### config.mk
export PLATFORM = sky130hd
export DESIGN_NAME = alu_stage_flat
export DESIGN_NICKNAME = d
export VERILOG_FILES = /design/src/common/cpu_pkg.sv /design/src/common/issue_if.sv /design/src/execute/alu_stage.sv /design/src/flat_wrapper.sv
export SDC_FILE = /design/constraint.sdc
export NUM_CORES = 2
export LEC_CHECK = 0
export BUFFER_PORTS_ARGS = -buffer_cell sky130_fd_sc_hd__buf_2
export CAP_MARGIN = 10
export CORE_MARGIN = 5
export CORE_UTILIZATION = 58
export DETAILED_ROUTE_END_ITERATION = 7
export PLACE_DENSITY = 0.84
export SLEW_MARGIN = 20
export SYNTH_ARGS = -nofsm -noshare
export SYNTH_HDL_FRONTEND = slang
export SYNTH_SLANG_ARGS = --single-unit
### constraint.sdc
create_clock -name clock -period 8.8 [get_ports clock]
set_input_delay 0.88 -clock clock [delete_from_list [all_inputs] [get_ports clock]]
set_output_delay 0.88 -clock clock [all_outputs]
set_load 0.01 [all_outputs]
### src/common/cpu_pkg.sv
`default_nettype none

package cpu_pkg;

	localparam int IMEM_ADDR_BITS = 8;
	localparam int IMEM_WORDS = 1 << IMEM_ADDR_BITS;

	typedef logic [31:0] word_t;
	typedef logic [4:0] reg_addr_t;
	typedef logic [IMEM_ADDR_BITS-1:0] imem_addr_t; // Word index, also the pc
	typedef logic [5:0] opcode_t;
	typedef logic [5:0] funct_t;
	typedef logic [4:0] shamt_t;

	// Primary opcodes
	localparam opcode_t OP_RTYPE = 6'b000000;
	localparam opcode_t OP_MUL = 6'b011100; // SPECIAL2
	localparam opcode_t OP_ADDI = 6'b001000;
	localparam opcode_t OP_ADDIU = 6'b001001;
	localparam opcode_t OP_SLTI = 6'b001010;
	localparam opcode_t OP_SLTIU = 6'b001011;
	localparam opcode_t OP_ORI = 6'b001101;
	localparam opcode_t OP_XORI = 6'b001110;
	localparam opcode_t OP_LUI = 6'b001111;

	// R-type function codes
	localparam funct_t FN_ADD = 6'b100000;
	localparam funct_t FN_ADDU = 6'b100001;
	localparam funct_t FN_SUB = 6'b100010;
	localparam funct_t FN_SUBU = 6'b100011;
	localparam funct_t FN_AND = 6'b100100;
	localparam funct_t FN_OR = 6'b100101;
	localparam funct_t FN_XOR = 6'b100110;
	localparam funct_t FN_NOR = 6'b100111;
	localparam funct_t FN_SLT = 6'b101010;
	localparam funct_t FN_SLTU = 6'b101011;
	localparam funct_t FN_SLL = 6'b000000;
	localparam funct_t FN_SRL = 6'b000010;
	localparam funct_t FN_SRA = 6'b000011;
	localparam funct_t FN_SLLV = 6'b000100;
	localparam funct_t FN_SRLV = 6'b000110;
	localparam funct_t FN_SRAV = 6'b000111;
	localparam funct_t FN_MUL = 6'b000010; // Under OP_MUL only

	typedef enum logic [3:0] {
		ALU_ADD,
		ALU_SUB,
		ALU_AND,
		ALU_OR,
		ALU_XOR,
		ALU_NOR,
		ALU_SLT,
		ALU_SLTU,
		ALU_SLL,
		ALU_SRL,
		ALU_SRA,
		ALU_MUL,
		ALU_LUI
	} alu_op_e;

endpackage

`default_nettype wire
### src/common/issue_if.sv
`default_nettype none

// One decoded instruction on its way from decode to execute
interface issue_if;
	import cpu_pkg::*;

	logic valid;
	imem_addr_t pc;
	alu_op_e op;
	word_t operand_a;
	word_t operand_b;
	reg_addr_t dest;
	logic writes; // Writes a register and retires

	modport producer (
		output valid, pc, op, operand_a, operand_b, dest, writes
	);

	modport consumer (
		input valid, pc, op, operand_a, operand_b, dest, writes
	);

endinterface

`default_nettype wire

### src/execute/alu_stage.sv
`default_nettype none

module alu_stage (
	input  logic clock,
	input  logic rst,
	input  logic stall,
	issue_if.consumer issue,
	output logic wb_en,
	output cpu_pkg::reg_addr_t wb_addr,
	output cpu_pkg::word_t wb_data,
	output logic result_valid,
	output cpu_pkg::imem_addr_t result_pc,
	output cpu_pkg::reg_addr_t result_dest,
	output cpu_pkg::word_t result_data
);
	import cpu_pkg::*;

	word_t a, b;
	word_t alu_out;
	shamt_t sh;

	assign a = issue.operand_a;
	assign b = issue.operand_b;
	assign sh = b[4:0];

	always_comb begin
		case (issue.op)
			ALU_ADD: alu_out = a + b;
			ALU_SUB: alu_out = a - b;
			ALU_AND: alu_out = a & b;
			ALU_OR: alu_out = a | b;
			ALU_XOR: alu_out = a ^ b;
			ALU_NOR: alu_out = ~(a | b);
			ALU_SLT: alu_out = word_t'($signed(a) < $signed(b));
			ALU_SLTU: alu_out = word_t'(a < b);
			ALU_SLL: alu_out = a << sh;
			ALU_SRL: alu_out = a >> sh;
			ALU_SRA: alu_out = word_t'($signed(a) >>> sh);
			ALU_MUL: alu_out = a * b; // Low 32 bits
			ALU_LUI: alu_out = {b[15:0], 16'h0000};
			default: alu_out = '0;
		endcase
	end

	// Write lands on the edge that retires the instruction
	assign wb_en = issue.valid && issue.writes && !stall;
	assign wb_addr = issue.dest;
	assign wb_data = alu_out;

	always_ff @(posedge clock) begin
		if (rst) begin
			result_valid <= 1'b0;
		end else if (!stall) begin
			result_valid <= issue.valid && issue.writes;
		end
	end

	always_ff @(posedge clock) begin
		if (!stall) begin
			result_pc <= issue.pc;
			result_dest <= issue.dest;
			result_data <= alu_out;
		end
	end

endmodule

`default_nettype wire

### src/flat_wrapper.sv
// flat-port wrapper written by rule: the top's interface ports become plain ports
module alu_stage_flat import cpu_pkg::*;
  (clock, rst, stall, wb_en, wb_addr, wb_data, result_valid, result_pc, result_dest, result_data, issue_valid, issue_pc, issue_op, issue_operand_a, issue_operand_b, issue_dest, issue_writes);
  issue_if issue_i ();
  input  logic clock;
  input  logic rst;
  input  logic stall;
  output logic wb_en;
  output cpu_pkg::reg_addr_t wb_addr;
  output cpu_pkg::word_t wb_data;
  output logic result_valid;
  output cpu_pkg::imem_addr_t result_pc;
  output cpu_pkg::reg_addr_t result_dest;
  output cpu_pkg::word_t result_data;
  input wire logic [$bits(issue_i.valid)-1:0] issue_valid;
  input wire logic [$bits(issue_i.pc)-1:0] issue_pc;
  input wire logic [$bits(issue_i.op)-1:0] issue_op;
  input wire logic [$bits(issue_i.operand_a)-1:0] issue_operand_a;
  input wire logic [$bits(issue_i.operand_b)-1:0] issue_operand_b;
  input wire logic [$bits(issue_i.dest)-1:0] issue_dest;
  input wire logic [$bits(issue_i.writes)-1:0] issue_writes;
  assign issue_i.valid = issue_valid;
  assign issue_i.pc = issue_pc;
  assign issue_i.op = issue_op;
  assign issue_i.operand_a = issue_operand_a;
  assign issue_i.operand_b = issue_operand_b;
  assign issue_i.dest = issue_dest;
  assign issue_i.writes = issue_writes;
  alu_stage u_core (.clock(clock), .rst(rst), .stall(stall), .issue(issue_i), .wb_en(wb_en), .wb_addr(wb_addr), .wb_data(wb_data), .result_valid(result_valid), .result_pc(result_pc), .result_dest(result_dest), .result_data(result_data));
endmodule
==> summary.md <==
| Metric | Value |
|---|---|
| Most used cell, CP | fa_1 |
| H-tree Lvls | 2 |
| Max FO, Critical Path | 6 |
| Drt total wl | 115 mm |
| Final Hold Vio Count | 0 |
| Antenna violations before repair | 6 |
| GRT Overall Usage | 0.476 |
| Port Buf Inserts | ~170 |
| Slowest Stage Delay on Critical Path | between 0.5 and 0.6 ns |
| Synth top cells by count | nor2_1 (480), inv_1 (460), fa_1 (410) |
| Die X | 216 µm |
| Synth area leaders | fa_1 (33%), ha_1 (11%), nor2_1 (7.3%) |
| Worst-margin pin slew | ~1.2 ns |
| Worst hold endpoint | u_core.result_valid |
| Seq cells post-synth | 46 |
| Die Area | 46800 µm² |
| DRC viols | 72 |
| Highest clock rate | 115 MHz |
| Most numerous cell in the Yosys netlist | nor2_1 |
| Final period utilization | 0.992 |
| Root Driver | clkbuf_16 |
| FF-to-FF setup slack | 8.21 ns |
| Die height | 216 µm |
| Failing checks | DRC |
| Placer Congestion | 1.14 |
| CP startpoint kind | input port |
| Ys Warns | 0 |
| Synth-to-layout area growth | 14.6% |
| Fillers | approximately 3500 |
| TritonCTS clock tree | done |
| Hold_buf cts | 0 |
| I/O pin cnt | 170 |
| Post-synth top area cell | fa_1 |
| Clk_lat worst skew | 0.29 ns |
| Period minus WS final | roughly 8.7 ns |
| Setup violators final | 0 |
| Post-Syn Area | 24700 µm² |
| Synth unique cells | 89 |
| Final hold slack | 0.500 ns |
| Synth top area share | 0.332 |
| Number of synthesized flops with an enable pin | 45 |
| DR vias/cell | 6.75 |
| Largest net degree at the start of global routing | 61 |
| Via count | 26000 |
| Critical Path RT | 7.92 ns |
| 1st-pass router iterations | 8 |
| Crit path arrival time | 7.85 ns |
| CP Class | input port to output port |
| Hold Crit Class | register to register |
| Placeable core area | 42000 µm² |
| Cell family with most CP delay | adder cells |
| Rel. slew slack | 0.220 |
| DRT antenna net count | 0 |
| Outcome | complete, but fails checks |
| First-pass GRT wire length | between 150 and 200 mm |
| Vias in the first global route | 26000 |
| Starting Density | 0.588 |
| Final Max Tran Viols | 0 |
| Num Clock Sinks | 46 |
| Hold wc startpoint | u_core.result_valid |
| Synth Net Count | 3791 |
| Share of cells above drive strength 1 | 0.173 |
| CP max stage cell | fa_1 |
| Top_reg_cell synth | edfxtp_1 |
| Hold Path Cell Cnt | 2 |
| DRT iter0 DRCs | between 4000 and 5000 |
| Synthesized area per cell | 8.04 µm² |
| Bufs and invs on worst path | 9 |
| Clk_skew | 0 ns |
| Routed len/inst | 30.0 µm |
| Critical R2R Launch | u_core.result_valid |
| TritonCTS buffer count | 5 |
| CP Capture Type | output port |
| Asr flop ratio synth | 0 |
| Max clock buf depth | 2 |
| Final layout net count | 4027 |
| Post-synthesis instance total | 3075 |
| Reg2reg end | u_core.result_valid |
| Row count | 75 |
| Total of max-cap violations | 0 |
| Grt ovf | 0 |
| Clock transition at path regs | 0.06 ns |
| DP HPWL | ~91 mm |
| Cell count of the worst reg-to-reg path | 2 |
| Sequential area share after synthesis | 0.0555 |
==> kinds of logic after synthesis <==
kind of cell	count (synthesis)	share of synthesized area
AO/OA/AOI/OAI	593	0.161
XOR/XNOR	92	0.0326
adder cells (fa/ha/maj)	630	0.443
buffers and inverters	672	0.104
flip-flops	46	0.0555
multiplexers	91	0.0437
AND/OR/NAND/NOR	951	0.159
==> through the flow <==
stage          cells  area [µm²]  TNS (ns)  setup slack (ns)   util
5_1_grt         3854       28300    -0.340           -0.0736  0.674
6_report        3855       28300         0            0.0675  0.674
2_1_floorplan   3075       24700         0            0.0185      -
3_5_place_dp    3816       27400     -1.25            -0.219  0.652
4_1_cts         3827       27600         0           0.00685  0.658
3_3_place_gp    3816       27400   -0.0586           -0.0463  0.652
==> how the worst max path moves through the flow <==
stage                  startpoint          end  slack, ns  cells after the start
2_1_floorplan  issue_operand_b[2]  wb_data[30]       0.02                     27
3_3_place_gp   issue_operand_b[2]  wb_data[30]      -0.05                     28
3_5_place_dp   issue_operand_b[2]  wb_data[30]      -0.22                     26
4_1_cts        issue_operand_b[5]  wb_data[31]      0.007                     29
5_1_grt        issue_operand_b[5]  wb_data[25]      -0.07                     27
6_report       issue_operand_b[2]  wb_data[31]       0.07                     29
==> registers in the layout, indices dropped and copies added (netlist names) <==
signal	flops
u_core.result_dest	5
u_core.result_pc	8
u_core.result_valid	1
u_core.result_data	32
==> cell usage in the layout, fill, tap and decap left out, drive strengths merged, types with 15 or more instances in the layout <==
cell / n
a211oi: 20
a221o: 15
nand3: 25
a21oi: 160
a22oi: 15
ha: 220
nor2: 480
o22ai: 19
o211ai: 17
inv: 462
edfxtp: 45
mux2i: 72
nand2: 319
buf: 422
nand2b: 28
o221ai: 18
o21ai: 139
a21o: 33
nor3: 23
xnor2: 70
fa: 410
xor2: 22
a221oi: 26
==> routing by layer <==
metal,GRT usage,part of all wire
met5,0,0.000069
met4,0.364,0.11
met3,0.150,0.14
met2,0.712,0.42
met1,0.574,0.33
==> worst min-delay path, stage by stage, from the launching register on <==
cell,delay [ns]
dfxtp_1,0.32
a21oi_1,0.06
nor2_1,0.08
==> cell type report <==
type | instances | area (µm²) | area share
multi-input combinational | 2357 | 21100 | 0.746
timing repair buffer | 424 | 3160 | 0.111
clock buffer | 5 | 125 | 0.00442
inverter | 477 | 1840 | 0.0650
tap | 539 | 674 | 0.0238
clock inverter | 3 | 23.8 | 0.000839
antenna | 4 | 10.0 | 0.000353
sequential | 46 | 1370 | 0.0484
==> repair_timing <==
action,in CTS,in global routing
gates resized for setup,17,128
setup endpoints to repair,10,14
buffers inserted,3,25
pin swaps,3,39
Power is not shown: default switching activity piles up to over one toggle a cycle in this logic, so the estimate is an artifact.
